===== config.mk =====
export PLATFORM = sky130hd
export DESIGN_NAME = tiled_ram_top
export DESIGN_NICKNAME = d
export VERILOG_FILES = /design/src/source/tiled_ram_req_pkg.sv /design/src/source/tiled_ram_cfg_pkg.sv /design/src/source/tiled_ram_top.sv /design/src/source/ram_data_rd_pipe.sv /design/src/source/ram_tile.sv /design/src/source/ram_addr_rd_pipe.sv /design/src/source/ram_port_arbiter.sv
export VERILOG_INCLUDE_DIRS = /design/src /design/src/include
export SDC_FILE = /design/constraint.sdc
export NUM_CORES = 2
export LEC_CHECK = 0
export ABC_AREA = 0
export BUFFER_PORTS_ARGS = -buffer_cell sky130_fd_sc_hd__buf_2
export CAP_MARGIN = 0
export CORE_ASPECT_RATIO = 0.9
export CORE_UTILIZATION = 60
export CTS_BUF_LIST = sky130_fd_sc_hd__clkbuf_8
export CTS_CLUSTER_DIAMETER = 120
export DETAILED_ROUTE_END_ITERATION = 8
export PLACE_DENSITY = 0.72
export SLEW_MARGIN = 5
export SYNTH_ARGS = -nofsm -noshare
export SYNTH_HDL_FRONTEND = slang
export SYNTH_SLANG_ARGS = --single-unit

===== constraint.sdc =====
create_clock -name clk -period 4.7 [get_ports clk]
set_input_delay 0 -clock clk [delete_from_list [all_inputs] [get_ports clk]]
set_output_delay 0 -clock clk [all_outputs]
set_load 0.05 [all_outputs]

===== src/include/tiled_ram_defines.svh =====
// Tiled RAM configuration macros for storage shape and pipeline depth
`ifndef TILED_RAM_DEFINES_SVH
`define TILED_RAM_DEFINES_SVH

// --------------------
// Storage shape
// --------------------

// Number of words in the whole RAM
`define TILED_RAM_DEPTH 64

// Word width in bits
`define TILED_RAM_WIDTH 32

// Tiles along depth, power of two and at most the depth
`define TILED_RAM_DEPTH_TILES 4

// Tiles along width, power of two that divides the width
`define TILED_RAM_WIDTH_TILES 2

// --------------------
// Pipeline depth
// --------------------

// Register stages between arbiter and tiles, 0 to 2
`define TILED_RAM_ADDR_STAGES 1

// Register stages in the read merge tree, up to log2 of depth tiles
`define TILED_RAM_DATA_STAGES 1

`endif

===== src/source/tiled_ram_req_pkg.sv =====
// Tiled RAM request-side types for client identity and command kind

package tiled_ram_req_pkg;

  // Number of peer clients on the arbiter
  localparam int NUM_CLIENTS = 3;

  // Client identifier
  // Values double as the round-robin order
  typedef enum logic [1:0] {
    WRITER   = 2'd0,
    READER_0 = 2'd1,
    READER_1 = 2'd2
  } client_t;

  // Command carried from arbiter to the tiles
  typedef enum logic {
    CMD_READ  = 1'b0,
    CMD_WRITE = 1'b1
  } cmd_t;

endpackage : tiled_ram_req_pkg


===== src/source/tiled_ram_cfg_pkg.sv =====
// Tiled RAM storage-shape types shared by the datapath blocks
`include "tiled_ram_defines.svh"

package tiled_ram_cfg_pkg;

  // --------------------
  // Full RAM view
  // --------------------

  // Word address across the whole RAM
  typedef logic [$clog2(`TILED_RAM_DEPTH)-1:0] addr_t;

  // One complete data word
  typedef logic [`TILED_RAM_WIDTH-1:0] data_t;

  // --------------------
  // Per-tile view
  // --------------------

  // Selects one depth tile, taken from the address MSBs
  typedef logic [$clog2(`TILED_RAM_DEPTH_TILES)-1:0] tile_idx_t;

  // Row inside one tile, taken from the address LSBs
  typedef logic [$clog2(`TILED_RAM_DEPTH / `TILED_RAM_DEPTH_TILES)-1:0] tile_addr_t;

  // Slice of a word stored by a single width tile
  typedef logic [(`TILED_RAM_WIDTH / `TILED_RAM_WIDTH_TILES)-1:0] tile_word_t;

endpackage : tiled_ram_cfg_pkg


===== src/source/tiled_ram_top.sv =====
// Tiled RAM top level shared by one writer and two readers
`timescale 1ns/100ps
`include "tiled_ram_defines.svh"

module tiled_ram_top (
  input  logic                     clk,
  input  logic                     rst_n,
  input  logic                     wr_req,
  input  tiled_ram_cfg_pkg::addr_t wr_addr,
  input  tiled_ram_cfg_pkg::data_t wr_data,
  output logic                     wr_gnt,
  input  logic                     rd_req_0,
  input  tiled_ram_cfg_pkg::addr_t rd_addr_0,
  output logic                     rd_gnt_0,
  input  logic                     rd_req_1,
  input  tiled_ram_cfg_pkg::addr_t rd_addr_1,
  output logic                     rd_gnt_1,
  output logic                     rd_valid_0,
  output tiled_ram_cfg_pkg::data_t rd_data_0,
  output logic                     rd_valid_1,
  output tiled_ram_cfg_pkg::data_t rd_data_1
);

  localparam int DT = `TILED_RAM_DEPTH_TILES;
  localparam int WT = `TILED_RAM_WIDTH_TILES;
  localparam int TW = $bits(tiled_ram_cfg_pkg::tile_word_t);

  // Arbiter to address pipe
  logic                          cmd_valid;
  tiled_ram_req_pkg::cmd_t       cmd_kind;
  tiled_ram_cfg_pkg::addr_t      cmd_addr;
  tiled_ram_cfg_pkg::data_t      cmd_wdata;

  // Address pipe to tiles
  logic [DT-1:0]                 tile_en;
  logic                          tile_we;
  tiled_ram_cfg_pkg::tile_addr_t tile_row;
  tiled_ram_cfg_pkg::data_t      tile_wdata;

  // Tiles to data pipe
  logic [DT-1:0][WT-1:0]                          tile_valid;
  tiled_ram_cfg_pkg::tile_word_t [DT-1:0][WT-1:0] tile_data;

  // Data pipe back to arbiter
  logic                          rsp_valid;
  tiled_ram_cfg_pkg::data_t      rsp_data;

  // --------------------
  // Front end
  // --------------------
  ram_port_arbiter i_arbiter (
    .clk, .rst_n,
    .wr_req, .wr_addr, .wr_data,
    .rd_req_0, .rd_addr_0, .rd_req_1, .rd_addr_1,
    .rsp_valid, .rsp_data,
    .wr_gnt, .rd_gnt_0, .rd_gnt_1,
    .cmd_valid, .cmd_kind, .cmd_addr, .cmd_wdata,
    .rd_valid_0, .rd_data_0, .rd_valid_1, .rd_data_1
  );

  ram_addr_rd_pipe i_addr_pipe (
    .clk, .rst_n,
    .cmd_valid, .cmd_kind, .cmd_addr, .cmd_wdata,
    .tile_en, .tile_we, .tile_row, .tile_wdata
  );

  // --------------------
  // Tile array
  // --------------------

  // Each width tile stores its own slice of the word
  for (genvar d = 0; d < DT; d++) begin : gen_depth
    for (genvar w = 0; w < WT; w++) begin : gen_width
      ram_tile i_tile (
        .clk, .rst_n,
        .en         (tile_en[d]),
        .we         (tile_we),
        .row        (tile_row),
        .wdata      (tile_wdata[w*TW +: TW]),
        .read_valid (tile_valid[d][w]),
        .read_data  (tile_data[d][w])
      );
    end
  end

  ram_data_rd_pipe i_data_pipe (
    .clk, .rst_n,
    .tile_valid, .tile_data,
    .valid (rsp_valid),
    .data  (rsp_data)
  );

endmodule : tiled_ram_top


===== src/source/ram_data_rd_pipe.sv =====
// Read data pipeline that merges tile outputs into one valid word
`timescale 1ns/100ps
`include "tiled_ram_defines.svh"

module ram_data_rd_pipe (
  input  logic                                clk,
  input  logic                                rst_n,
  input  logic [`TILED_RAM_DEPTH_TILES-1:0][`TILED_RAM_WIDTH_TILES-1:0] tile_valid,
  input  tiled_ram_cfg_pkg::tile_word_t [`TILED_RAM_DEPTH_TILES-1:0][`TILED_RAM_WIDTH_TILES-1:0]
                                              tile_data,
  output logic                                valid,
  output tiled_ram_cfg_pkg::data_t            data
);

  localparam int DT     = `TILED_RAM_DEPTH_TILES;
  localparam int STAGES = `TILED_RAM_DATA_STAGES;
  // Levels in the depth reduction tree
  localparam int LEVELS = $clog2(DT);

  // Per depth tile valid after the width-wise reduction
  logic [DT-1:0] depth_valid;

  // --------------------
  // Reduction tree
  // --------------------

  // Level 0 is the leaves and each level halves the candidates
  // Levels 1 to STAGES end in a register
  for (genvar l = 0; l <= LEVELS; l++) begin : gen_lvl
    localparam int N = DT >> l;
    logic [N-1:0]                      v;
    tiled_ram_cfg_pkg::data_t [N-1:0]  w;

    if (l == 0) begin : gen_leaf
      for (genvar d = 0; d < DT; d++) begin : gen_d
        assign depth_valid[d] = |tile_valid[d];
        // Width slices join with slice 0 in the LSBs
        assign w[d] = tile_data[d];
      end
      assign v = depth_valid;
    end else begin : gen_node
      logic [N-1:0]                     vn;
      tiled_ram_cfg_pkg::data_t [N-1:0] wn;

      // Pairwise merge, the valid side wins
      for (genvar n = 0; n < N; n++) begin : gen_n
        assign vn[n] = gen_lvl[l-1].v[2*n] | gen_lvl[l-1].v[2*n+1];
        assign wn[n] = gen_lvl[l-1].v[2*n] ? gen_lvl[l-1].w[2*n] : gen_lvl[l-1].w[2*n+1];
      end

      if (l <= STAGES) begin : gen_reg
        always_ff @(posedge clk or negedge rst_n) begin
          if (!rst_n) begin
            v <= '0;
          end else begin
            v <= vn;
          end
        end
        always_ff @(posedge clk) begin
          w <= wn;
        end
      end else begin : gen_wire
        assign v = vn;
        assign w = wn;
      end
    end
  end

  // Root of the tree
  assign valid = gen_lvl[LEVELS].v[0];
  assign data  = gen_lvl[LEVELS].w[0];

  // --------------------
  // Checks
  // --------------------

  // Width tiles of one depth tile are read together
  for (genvar d = 0; d < DT; d++) begin : gen_lockstep
    width_lockstep_a: assert property (@(posedge clk) disable iff (!rst_n)
      (tile_valid[d] == '0) || (tile_valid[d] == '1));
  end

  // Only one depth tile answers per cycle
  depth_onehot0_a: assert property (@(posedge clk) disable iff (!rst_n)
    $onehot0(depth_valid));

  // Every tile read reaches the output after the pipeline delay
  valid_propagation_a: assert property (@(posedge clk) disable iff (!rst_n)
    |tile_valid |-> ##STAGES valid);

endmodule : ram_data_rd_pipe


===== src/source/ram_tile.sv =====
// Single RAM tile with synchronous write and one-cycle registered read
`timescale 1ns/100ps
`include "tiled_ram_defines.svh"

module ram_tile (
  input  logic                          clk,
  input  logic                          rst_n,
  input  logic                          en,
  input  logic                          we,
  input  tiled_ram_cfg_pkg::tile_addr_t row,
  input  tiled_ram_cfg_pkg::tile_word_t wdata,
  output logic                          read_valid,
  output tiled_ram_cfg_pkg::tile_word_t read_data
);

  // Rows held by one depth tile
  localparam int TILE_DEPTH = `TILED_RAM_DEPTH / `TILED_RAM_DEPTH_TILES;

  // Storage array
  tiled_ram_cfg_pkg::tile_word_t mem [TILE_DEPTH];

  // --------------------
  // Write port
  // --------------------
  always_ff @(posedge clk) begin
    if (en && we) begin
      mem[row] <= wdata;
    end
  end

  // --------------------
  // Read port
  // --------------------

  // Data register holds its value between reads
  always_ff @(posedge clk) begin
    if (en && !we) begin
      read_data <= mem[row];
    end
  end

  // Valid follows a read enable by one cycle
  always_ff @(posedge clk or negedge rst_n) begin
    if (!rst_n) begin
      read_valid <= 1'b0;
    end else begin
      read_valid <= en && !we;
    end
  end

endmodule : ram_tile


===== src/source/ram_addr_rd_pipe.sv =====
// Address pipeline that decodes the depth tile and carries commands to the tiles
`timescale 1ns/100ps
`include "tiled_ram_defines.svh"

module ram_addr_rd_pipe (
  input  logic                                    clk,
  input  logic                                    rst_n,
  input  logic                                    cmd_valid,
  input  tiled_ram_req_pkg::cmd_t                 cmd_kind,
  input  tiled_ram_cfg_pkg::addr_t                cmd_addr,
  input  tiled_ram_cfg_pkg::data_t                cmd_wdata,
  output logic [`TILED_RAM_DEPTH_TILES-1:0]       tile_en,
  output logic                                    tile_we,
  output tiled_ram_cfg_pkg::tile_addr_t           tile_row,
  output tiled_ram_cfg_pkg::data_t                tile_wdata
);

  localparam int STAGES   = `TILED_RAM_ADDR_STAGES;
  localparam int DT       = `TILED_RAM_DEPTH_TILES;
  localparam int ADDR_W   = $bits(tiled_ram_cfg_pkg::addr_t);
  localparam int IDX_W    = $bits(tiled_ram_cfg_pkg::tile_idx_t);

  tiled_ram_cfg_pkg::tile_idx_t  tile_idx;
  logic [DT-1:0]                 en_d;
  logic                          we_d;
  tiled_ram_cfg_pkg::tile_addr_t row_d;

  // --------------------
  // Decode
  // --------------------

  // Upper address bits pick the tile, lower bits the row
  assign tile_idx = cmd_addr[ADDR_W-1 -: IDX_W];
  assign row_d    = cmd_addr[$bits(tiled_ram_cfg_pkg::tile_addr_t)-1:0];

  // One-hot enable, all zero when idle
  assign en_d = cmd_valid ? (DT'(1) << tile_idx) : '0;
  assign we_d = cmd_valid && (cmd_kind == tiled_ram_req_pkg::CMD_WRITE);

  // --------------------
  // Stage registers
  // --------------------
  if (STAGES == 0) begin : gen_comb
    assign tile_en    = en_d;
    assign tile_we    = we_d;
    assign tile_row   = row_d;
    assign tile_wdata = cmd_wdata;
  end else begin : gen_regs
    logic [DT-1:0]                 en_q    [STAGES];
    logic                          we_q    [STAGES];
    tiled_ram_cfg_pkg::tile_addr_t row_q   [STAGES];
    tiled_ram_cfg_pkg::data_t      wdata_q [STAGES];

    // Enables and write strobe are control
    always_ff @(posedge clk or negedge rst_n) begin
      if (!rst_n) begin
        for (int s = 0; s < STAGES; s++) begin
          en_q[s] <= '0;
          we_q[s] <= 1'b0;
        end
      end else begin
        en_q[0] <= en_d;
        we_q[0] <= we_d;
        for (int s = 1; s < STAGES; s++) begin
          en_q[s] <= en_q[s-1];
          we_q[s] <= we_q[s-1];
        end
      end
    end

    // Row and write data ride along
    always_ff @(posedge clk) begin
      row_q[0]   <= row_d;
      wdata_q[0] <= cmd_wdata;
      for (int s = 1; s < STAGES; s++) begin
        row_q[s]   <= row_q[s-1];
        wdata_q[s] <= wdata_q[s-1];
      end
    end

    assign tile_en    = en_q[STAGES-1];
    assign tile_we    = we_q[STAGES-1];
    assign tile_row   = row_q[STAGES-1];
    assign tile_wdata = wdata_q[STAGES-1];
  end

  // At most one depth tile sees the command
  tile_en_onehot0_a: assert property (@(posedge clk) disable iff (!rst_n)
    $onehot0(tile_en));

endmodule : ram_addr_rd_pipe


===== src/source/ram_port_arbiter.sv =====
// Round-robin arbiter for one writer and two readers with read-response steering
`timescale 1ns/100ps
`include "tiled_ram_defines.svh"

module ram_port_arbiter (
  input  logic                        clk,
  input  logic                        rst_n,
  input  logic                        wr_req,
  input  tiled_ram_cfg_pkg::addr_t    wr_addr,
  input  tiled_ram_cfg_pkg::data_t    wr_data,
  input  logic                        rd_req_0,
  input  tiled_ram_cfg_pkg::addr_t    rd_addr_0,
  input  logic                        rd_req_1,
  input  tiled_ram_cfg_pkg::addr_t    rd_addr_1,
  input  logic                        rsp_valid,
  input  tiled_ram_cfg_pkg::data_t    rsp_data,
  output logic                        wr_gnt,
  output logic                        rd_gnt_0,
  output logic                        rd_gnt_1,
  output logic                        cmd_valid,
  output tiled_ram_req_pkg::cmd_t     cmd_kind,
  output tiled_ram_cfg_pkg::addr_t    cmd_addr,
  output tiled_ram_cfg_pkg::data_t    cmd_wdata,
  output logic                        rd_valid_0,
  output tiled_ram_cfg_pkg::data_t    rd_data_0,
  output logic                        rd_valid_1,
  output tiled_ram_cfg_pkg::data_t    rd_data_1
);

  // Fixed grant-to-response latency of a read
  localparam int RD_LATENCY = `TILED_RAM_ADDR_STAGES + 1 + `TILED_RAM_DATA_STAGES;

  logic [tiled_ram_req_pkg::NUM_CLIENTS-1:0] req;
  logic                                      any_req;
  tiled_ram_req_pkg::client_t                winner;
  tiled_ram_req_pkg::client_t                last_q;
  // Reader ownership per in-flight slot, bit 0 for reader 0
  logic [1:0]                                owner_q [RD_LATENCY];

  // Request vector indexed by client value
  assign req = {rd_req_1, rd_req_0, wr_req};

  // --------------------
  // Round-robin pick
  // --------------------
  always_comb begin
    int idx;
    winner  = last_q;
    any_req = 1'b0;
    // Search starts one past the last winner and wraps
    for (int off = 1; off <= tiled_ram_req_pkg::NUM_CLIENTS; off++) begin
      idx = (int'(last_q) + off) % tiled_ram_req_pkg::NUM_CLIENTS;
      if (!any_req && req[idx]) begin
        winner  = tiled_ram_req_pkg::client_t'(idx);
        any_req = 1'b1;
      end
    end
  end

  // Single grant pulse for the winner
  assign wr_gnt   = any_req && (winner == tiled_ram_req_pkg::WRITER);
  assign rd_gnt_0 = any_req && (winner == tiled_ram_req_pkg::READER_0);
  assign rd_gnt_1 = any_req && (winner == tiled_ram_req_pkg::READER_1);

  // Reset value makes the writer first in line
  always_ff @(posedge clk or negedge rst_n) begin
    if (!rst_n) begin
      last_q <= tiled_ram_req_pkg::READER_1;
    end else if (any_req) begin
      last_q <= winner;
    end
  end

  // --------------------
  // Command mux
  // --------------------
  assign cmd_valid = any_req;
  assign cmd_kind  = wr_gnt ? tiled_ram_req_pkg::CMD_WRITE : tiled_ram_req_pkg::CMD_READ;
  // Only the writer carries payload
  assign cmd_wdata = wr_data;

  always_comb begin
    case (winner)
      tiled_ram_req_pkg::WRITER:   cmd_addr = wr_addr;
      tiled_ram_req_pkg::READER_0: cmd_addr = rd_addr_0;
      default:                     cmd_addr = rd_addr_1;
    endcase
  end

  // --------------------
  // Response steering
  // --------------------

  // Shift line tracks which reader owns each slot of the read pipeline
  always_ff @(posedge clk or negedge rst_n) begin
    if (!rst_n) begin
      for (int s = 0; s < RD_LATENCY; s++) begin
        owner_q[s] <= 2'b00;
      end
    end else begin
      owner_q[0] <= {rd_gnt_1, rd_gnt_0};
      for (int s = 1; s < RD_LATENCY; s++) begin
        owner_q[s] <= owner_q[s-1];
      end
    end
  end

  // Last slot lines up with rsp_valid
  assign rd_valid_0 = rsp_valid && owner_q[RD_LATENCY-1][0];
  assign rd_valid_1 = rsp_valid && owner_q[RD_LATENCY-1][1];
  assign rd_data_0  = rsp_data;
  assign rd_data_1  = rsp_data;

  // Grants stay exclusive and never appear unrequested
  gnt_onehot0_a: assert property (@(posedge clk) disable iff (!rst_n)
    $onehot0({rd_gnt_1, rd_gnt_0, wr_gnt}));
  gnt_has_req_a: assert property (@(posedge clk) disable iff (!rst_n)
    (wr_gnt -> wr_req) && (rd_gnt_0 -> rd_req_0) && (rd_gnt_1 -> rd_req_1));

  // Every response from the data pipe belongs to a granted reader
  rsp_owned_a: assert property (@(posedge clk) disable iff (!rst_n)
    rsp_valid |-> (owner_q[RD_LATENCY-1] != 2'b00));

endmodule : ram_port_arbiter


# --- Word level (Yosys, flattened, before mapping) ---
# Memory sizes are Yosys's and may differ from the RTL's. A register that Yosys moved wholly into a read port is not among the register bits.
# Index checks and enable logic that the tools add are counted.
totals:
  output_inout_bits: 69
  word_cells: 87
  ram_bits: 2084
  ff_bits: 83
  inputBits: 55
  memories: 10
classes:
  addsub: 3
  shift: 1
  n_mux: 29
  n_eq_ne: 2
  order_cmp: 3
  n_reduce_logical: 20
  bitwise: 3
  div_mod_pow: 3
mem_list:
  columns: ["memory", "words", "word_bits", "read_ports", "rd_ports_with_merged_regs", "wr", "line_no", "rtl"]
  rows:
  - ["gen_depth[0].gen_width[0].i_tile.mem", 16, 16, 1, 1, 1, "ram_tile.sv:20", "tiled_ram_cfg_pkg::tile_word_t mem [TILE_DEPTH];"]
  - ["gen_depth[0].gen_width[1].i_tile.mem", 16, 16, 1, 1, 1, "ram_tile.sv:20", null]
  - ["gen_depth[1].gen_width[0].i_tile.mem", 16, 16, 1, 1, 1, "ram_tile.sv:20", null]
  - ["gen_depth[1].gen_width[1].i_tile.mem", 16, 16, 1, 1, 1, "ram_tile.sv:20", null]
  - ["gen_depth[2].gen_width[0].i_tile.mem", 16, 16, 1, 1, 1, "ram_tile.sv:20", null]
  - ["gen_depth[2].gen_width[1].i_tile.mem", 16, 16, 1, 1, 1, "ram_tile.sv:20", null]
  - ["+4 memories", null, null, null, null, null, null, null]
op_table:
  columns: ["cell", "count"]
  rows:
  - ["$lt A32 B4 Y1 const B", 3]
  - ["$mod A32 B3 Y32 const B", 3]
  - ["$mux W32", 3]
  - ["$mux W1", 18]
  - ["$logic_and A1 B1 Y1", 16]
  - ["$pmux W6 S2", 1]
  - ["$add A2 B2 Y3 const B", 2]
  - ["$bmux W1 S2", 3]
  - ["$mux W2", 3]
  - ["$mux W4", 1]
  - ["$shl A1 B2 Y4 const A", 1]
  - ["$add A2 B1 Y3 const B", 1]
  - ["$logic_not A1 Y1", 3]
  - ["$or A1 B1 Y1", 3]
  - ["$eq A2 B1 Y1 const B", 1]
  - ["$eq A2 B2 Y1 const B", 1]
  - ["$logic_not A2 Y1", 1]

# --- Longest topological paths before layout ---
depth:
  word_depth: 16
  mapped_depth: 10

# --- Modules after synthesis ---
# A second synthesis with hierarchy kept.
hier_totals:
  cells_unflattened: 3925
  hier_area_um2: 87338.8
by_module_without_submodules:
  columns: ["mod", "cells_each", "area_each_um2", "n_inst", "seq_area_each_um2"]
  rows:
  - ["ram_tile", 439, 10278.6, 8, 8192.9]
  - ["ram_data_rd_pipe", 179, 2602.5, 1, 1331.3]
  - ["ram_port_arbiter", 188, 1617.8, 1, 201.4]
  - ["ram_addr_rd_pipe", 46, 889.6, 1, 845.8]

# --- Least setup slack after synthesis ---
# No wires, ideal clock.
synth_timing:
  path_type: "flip-flop to flip-flop"
  start: "memory i_addr_pipe.gen_regs.row_q[0][1] (netlist name)"
  end: "memory gen_depth[0].gen_width[0].i_tile.mem[14][0] (netlist name) (enable)"
  arrival_ps: 2803
  t_required_ps: 4279
  synth_period_minus_slack_ps: 3224
  n_path_buf: 3
  path_stages_with_launch: 7
  path_slack_ps: 1476
  path_cell_list: "dfxtp_1 > clkbuf_1 > buf_2 > buf_1 > nor2b_1 > nand3_1 > nor2_1"
synth_between:
  elab_chain_len: 1
synth_lines:
  columns: ["item", "line_no", "rtl"]
  rows:
  - ["start: declaration", "ram_addr_rd_pipe.sv:51", "tiled_ram_cfg_pkg::tile_addr_t row_q [STAGES];"]
  - ["$mem_v2 Z1 W4", null, null]
  - ["end: declaration", "ram_tile.sv:20", null]
# No other way between the ends.

# --- Final worst setup path ---
layout_timing:
  start: "register i_arbiter.last_q[1]"
  end: "memory i_addr_pipe.gen_regs.row_q[0][0] (netlist name)"
layout_between:
  elab_chain_len: 14
  word_cells_on_any_way: 27
layout_lines:
  columns: ["item", "line_no", "rtl"]
  rows:
  - ["start: declaration", "ram_port_arbiter.sv:36", "tiled_ram_req_pkg::client_t last_q;"]
  - ["start signal: assignment", "ram_port_arbiter.sv:68", "last_q <= tiled_ram_req_pkg::READER_1;"]
  - ["start signal: assignment", "ram_port_arbiter.sv:70", "last_q <= winner;"]
  - ["$add A2 B1 Y3", "ram_port_arbiter.sv:52", "idx = (int'(last_q) + off) % tiled_ram_req_pkg::NUM_CLIENTS;"]
  - ["$mod A32 B3 Y32", "ram_port_arbiter.sv:52", null]
  - ["$bmux W1 S2", "ram_port_arbiter.sv:53", "if (!any_req && req[idx]) begin"]
  - ["$mux W1 (not written as such) (2 in series)", "ram_port_arbiter.sv:53", null]
  - ["$mux W1", "ram_port_arbiter.sv:53", null]
  - ["$logic_not A1 Y1", "ram_port_arbiter.sv:53", null]
  - ["$logic_and A1 B1 Y1", "ram_port_arbiter.sv:53", null]
  - ["$mux W1", "ram_port_arbiter.sv:53", null]
  - ["$logic_not A1 Y1", "ram_port_arbiter.sv:53", null]
  - ["$logic_and A1 B1 Y1", "ram_port_arbiter.sv:53", null]
  - ["$mux W2 *", "ram_port_arbiter.sv:53", null]
  - ["$eq A2 B1 Y1 / $logic_not A2 Y1 (equally long branches)", "ram_port_arbiter.sv:83", "case (winner)"]
  - ["$pmux W6 S2 *", "ram_port_arbiter.sv:83", null]
  - ["net cmd_addr[0]", "tiled_ram_top.sv:31", "tiled_ram_cfg_pkg::addr_t cmd_addr;"]
# The timed path passes the listed nets; every way through them passes the cells marked *. The select of a mux whose other input is x is not followed.

==> results.toml <==
[synth]
synth_top_cell_by_area = "edfxtp_1"
ys.warnings.count = 0
synth.top_cells.by_area = "edfxtp_1 (77%), mux4_2 (17%), dfxtp_1 (2.3%)"
syn_area_per_cell_sq_um = 25.1
sequential_area_share_after_synthesis_pct = 79.4
synthCells = 3403
post-synth-top-area-fraction_pct = 76.5
syn_nets = 3460
ys_ff_latch = 2295
synth_cell_type_count = 42
post_synth_instance_area_sq_mm = 0.0854

[min_path]
hold_path.startpoint = "wr_addr[1]"
worstHoldPathType = "in2reg"

[clock_tree]
cts.path.max_buffers = 4
tritoncts = "yes"
ctsRootBufferMaster = "clkbuf_8"
number_of_sinks_on_the_clock_net = 2295
tritoncts.num_buffers = 353
insertion_delay_ns = 1.04
cts_setup_buffers = 0
cts.htree.levels = 5
clk_transition_reported_paths_ns = 0.07

[critical_path]
timing_worst_setup_path_type = "reg2reg"
worst_ep_arrival_time_ns = 5.39
crit_buf_inv = 3
worst_path_dominant_cell_family = "buffers and inverters"
worst_path_largest_cell_delay_ns = 0.73
chain_of_cells_forming_the_critical_path = "ha_1 > a21oi_1 > o21ai_0 > dlygate4sd3_1 > a21oi_1 > a31o_2 > mux2i_1 > dlygate4sd3_1 > a21oi_1 > dlygate4sd3_1"
endpoint_kind = "flop"
reg2reg_slack_ns = 0.25
critical_path.slowest_cell = "dlygate4sd3_1"
timing.critical_path.to = "i_addr_pipe.gen_regs.row_q[0][0]"
worst-r2r-cell-count = 10
startpoint_of_the_worst_setup_timing_path = "i_arbiter.last_q[1]"
cp_num_cells = 10
worstSetupStartpointType = "flop"
rr_endpoint = "i_addr_pipe.gen_regs.row_q[0][0]"
worstPathRequired_ns = 5.64
worst_r2r_startpoint = "i_arbiter.last_q[1]"
path_max_fanout = 10

[sta]
max-slew-margin-rel_pct = 8.98
worst_clock_skew_ns = 0.0859
finalWorstPathRequiredPeriod_ns = 4.45
drv_slew = 0
tns_ns = 0
post-route-worst-setup-slack_ns = 0.247
final-setup-viol-count = 0
post-route-period-util_pct = 94.7
tightest_slew_ns = 1.37
rsz_0062_raised_after_global_routing = "no"
hold_viol_final = 0
fmax_ghz = 0.225

[floorplan]
die_w_microns = 400
floorplan.core_area_sq_mm = 0.140
die_area_sq_mm = 0.144
floorplan.io_pins = 124
placementRows = 130
die-height_microns = 360
floorplan.initialDensity_pct = 60.8

[routing]
avgRoutedWirePerCell_microns = 33.4
detail_route.drc_violations = 0
drt-vias-per-instance = 6.58
dr_total_vias = 39600
detail-route-antenna-nets = 0
totalWireLength_microns = 201000
firstDrtPassIters = 7
first_iter_violations = 5576

[pwr]
pwr_density_cell_mw_per_mm2 = 565
vdd_drop_max_mv = 0.572
clockPowerShare_pct = 28.1
netSwitchingPower_uw = 16000
post-layout-total-power_uw = 54400
pwr-share-comb_pct = 26.0
swShare_pct = 29.4
internal_power_uw = 38400
power.sequential.fraction_pct = 45.9
cellLeakagePower_uw = 0.0309

[global_route]
pin_count_of_the_biggest_net_entering_global_routing = 122
grt_antenna_before_repair = 14
globalRouteTotalUtil_pct = 28.6
grt_remaining_overflow = 0
first_pass_grt_wire_length_microns = 287000
via_count_of_the_first_global_routing_pass = 40600

[placement]
place_area_sq_mm = 0.0888
post-dp-hpwl_microns = 110000
numPlacedInstances = 5282
place.gp.congestion = 0.870
dp_worst_slack_ns = 1.37
io_buffers = 123

[layout]
finish.net_count = 3962
final_cell_count_no_fill = 6013
final_cell_area_sq_mm = 0.0964
syn2layout_area_growth_pct = 12.9
post_route_cells_drive_above_1_share_pct = 36.2

[flow_run]
max_cap_violations = 0

[run_status]
status = "finished, final reports clean"
-- worst register-to-register path, stage by stage, from the launching register on --
cell,delay (ns)
dfstp_2,0.56
ha_1,0.36
a21oi_1,0.24
o21ai_0,0.12
dlygate4sd3_1,0.59
a21oi_1,0.30
a31o_2,0.37
mux2i_1,0.13
dlygate4sd3_1,0.58
a21oi_1,0.39
dlygate4sd3_1,0.74
-- synth_stat cells (all sizes together) --
| cell | count |
|---|---|
| a31o | 1 |
| nor2b | 12 |
| a21oi | 7 |
| a31oi | 1 |
| nand3b | 2 |
| a32o | 1 |
| nor2 | 78 |
| ha | 2 |
| inv | 7 |
| nand2 | 20 |
| o22ai | 5 |
| edfxtp | 2176 |
| nor3 | 1 |
| or2 | 2 |
| mux4 | 640 |
| a222oi | 2 |
| nor4 | 1 |
| a22o | 1 |
| o21ai | 3 |
| mux2 | 99 |
| mux2i | 7 |
| nand4 | 1 |
| dfrtp | 18 |
| o21a | 2 |
| clkbuf | 83 |
| nor4bb | 2 |
| dfstp | 1 |
| dfxtp | 100 |
| maj3 | 2 |
| o32ai | 1 |
| buf | 117 |
| nand3 | 7 |
| nand2b | 1 |
-- cells by family (layout without fill, tap and decap cells) --
family	Yosys count	count (layout)	synth area share, %
AO/OA/AOI/OAI	24	24	0.193
adder cells (fa/ha/maj)	4	4	0.0542
buffers and inverters	207	965	1.43
flip-flops	2295	2295	79.4
multiplexers	746	746	18.3
other	0	4	0
AND/OR/NAND/NOR	127	127	0.656
-- routing by layer --
layer / vias up / track usage [%] / share of wire (%)
li1: 15600 / - / -
met1: 21100 / 41.8 / 38
met2: 2572 / 43.7 / 48
met3: 341 / 7.17 / 12
met4: 0 / 7.97 / 2.4
met5: - / 0 / 0
-- power groups by stage --
stage | Clock (uW) | Combinational, uW | Sequential (uW)
floorplan | 0 | 11300 | 24500
global placement | 0 | 13700 | 25300
detailed placement | 0 | 14000 | 25400
CTS | 15500 | 14200 | 25000
global route | 16400 | 14800 | 25000
finish | 15300 | 14200 | 25000
-- worst min-delay path by stage --
stage                                                             end  slack, ns  cells after the start
after floorplan           gen_depth[0].gen_width[1].i_tile.read_valid      -0.30                      0
after global placement                            i_arbiter.last_q[0]      -0.04                      1
after detailed placement                          i_arbiter.last_q[0]      -0.03                      1
after CTS                            i_addr_pipe.gen_regs.row_q[0][1]       0.02                      4
after global routing               i_addr_pipe.gen_regs.wdata_q[0][0]        0.1                      3
final                                i_addr_pipe.gen_regs.row_q[0][1]       0.15                      4
-- state kept, by name, summed over array words and instances, names as in the netlist --
| signal | flops |
|---|---|
| i_addr_pipe.gen_regs.wdata_q | 32 |
| i_data_pipe.gen_lvl.w | 64 |
| i_arbiter.last_q | 2 |
| i_arbiter.owner_q | 6 |
| gen_depth.gen_width.i_tile.mem | 2048 |
| i_data_pipe.gen_lvl.v | 2 |
| i_addr_pipe.tile_en | 4 |
| i_addr_pipe.tile_we | 1 |
| gen_depth.gen_width.i_tile.read_data | 128 |
| gen_depth.gen_width.i_tile.read_valid | 4 |
| i_addr_pipe.gen_regs.row_q | 4 |
-- cells in the final DEF, fill, tap and decap left out, types with 2 or more instances in the layout --
master / synthesis / final
mux2_1: 2 / 2
clkinv_2: 0 / 27
buf_2: 10 / 123
dfxtp_1: 100 / 64
mux2i_1: 7 / 7
dfxtp_2: 0 / 32
edfxtp_1: 2176 / 2176
clkinv_1: 0 / 57
buf_4: 72 / 90
dlygate4sd3_1: 0 / 114
bufinv_16: 0 / 10
dfrtp_2: 0 / 3
mux2_2: 97 / 97
mux4_2: 640 / 640
nand2_1: 19 / 19
nor4bb_1: 2 / 2
diode_2: 0 / 4
clkbuf_8: 0 / 380
o22ai_1: 5 / 5
nor2b_4: 0 / 4
nand3b_1: 2 / 2
clkinvlp_4: 0 / 4
nor2_4: 0 / 64
or2_2: 2 / 2
dfxtp_4: 0 / 4
buf_12: 0 / 15
o21ai_0: 2 / 2
a21oi_1: 7 / 7
inv_1: 6 / 139
ha_1: 2 / 2
nand3_1: 7 / 7
a222oi_1: 2 / 2
dfrtp_1: 18 / 15
nor2_1: 77 / 13
o21a_1: 2 / 2
buf_16: 0 / 5
nor2b_1: 12 / 8
-- stage by stage --
stage                     utilization [%]  hold slack [ns]
after floorplan                         -           -0.296
after global placement               63.1          -0.0435
after detailed placement             63.3          -0.0261
after CTS                            68.6           0.0205
after global routing                 68.7           0.0974
final                                68.7            0.147
-- area by class of cell --
cell class	instances	area [sq um]
sequential	2295	67900
clock inverter	231	1180
clock buffer	380	5230
tap	1848	2310
timing repair buffer	347	2870
multi-input combinational	901	16900
inverter	7	26.3
fill	8067	44000
antenna	4	10.0
-- repair_timing --
action,4_1_cts,5_1_grt
hold endpoints to repair,64,0
setup endpoints to repair,0,2
hold buffers,114,0
gates resized for setup,0,2
(Power assumes the default switching activity.)
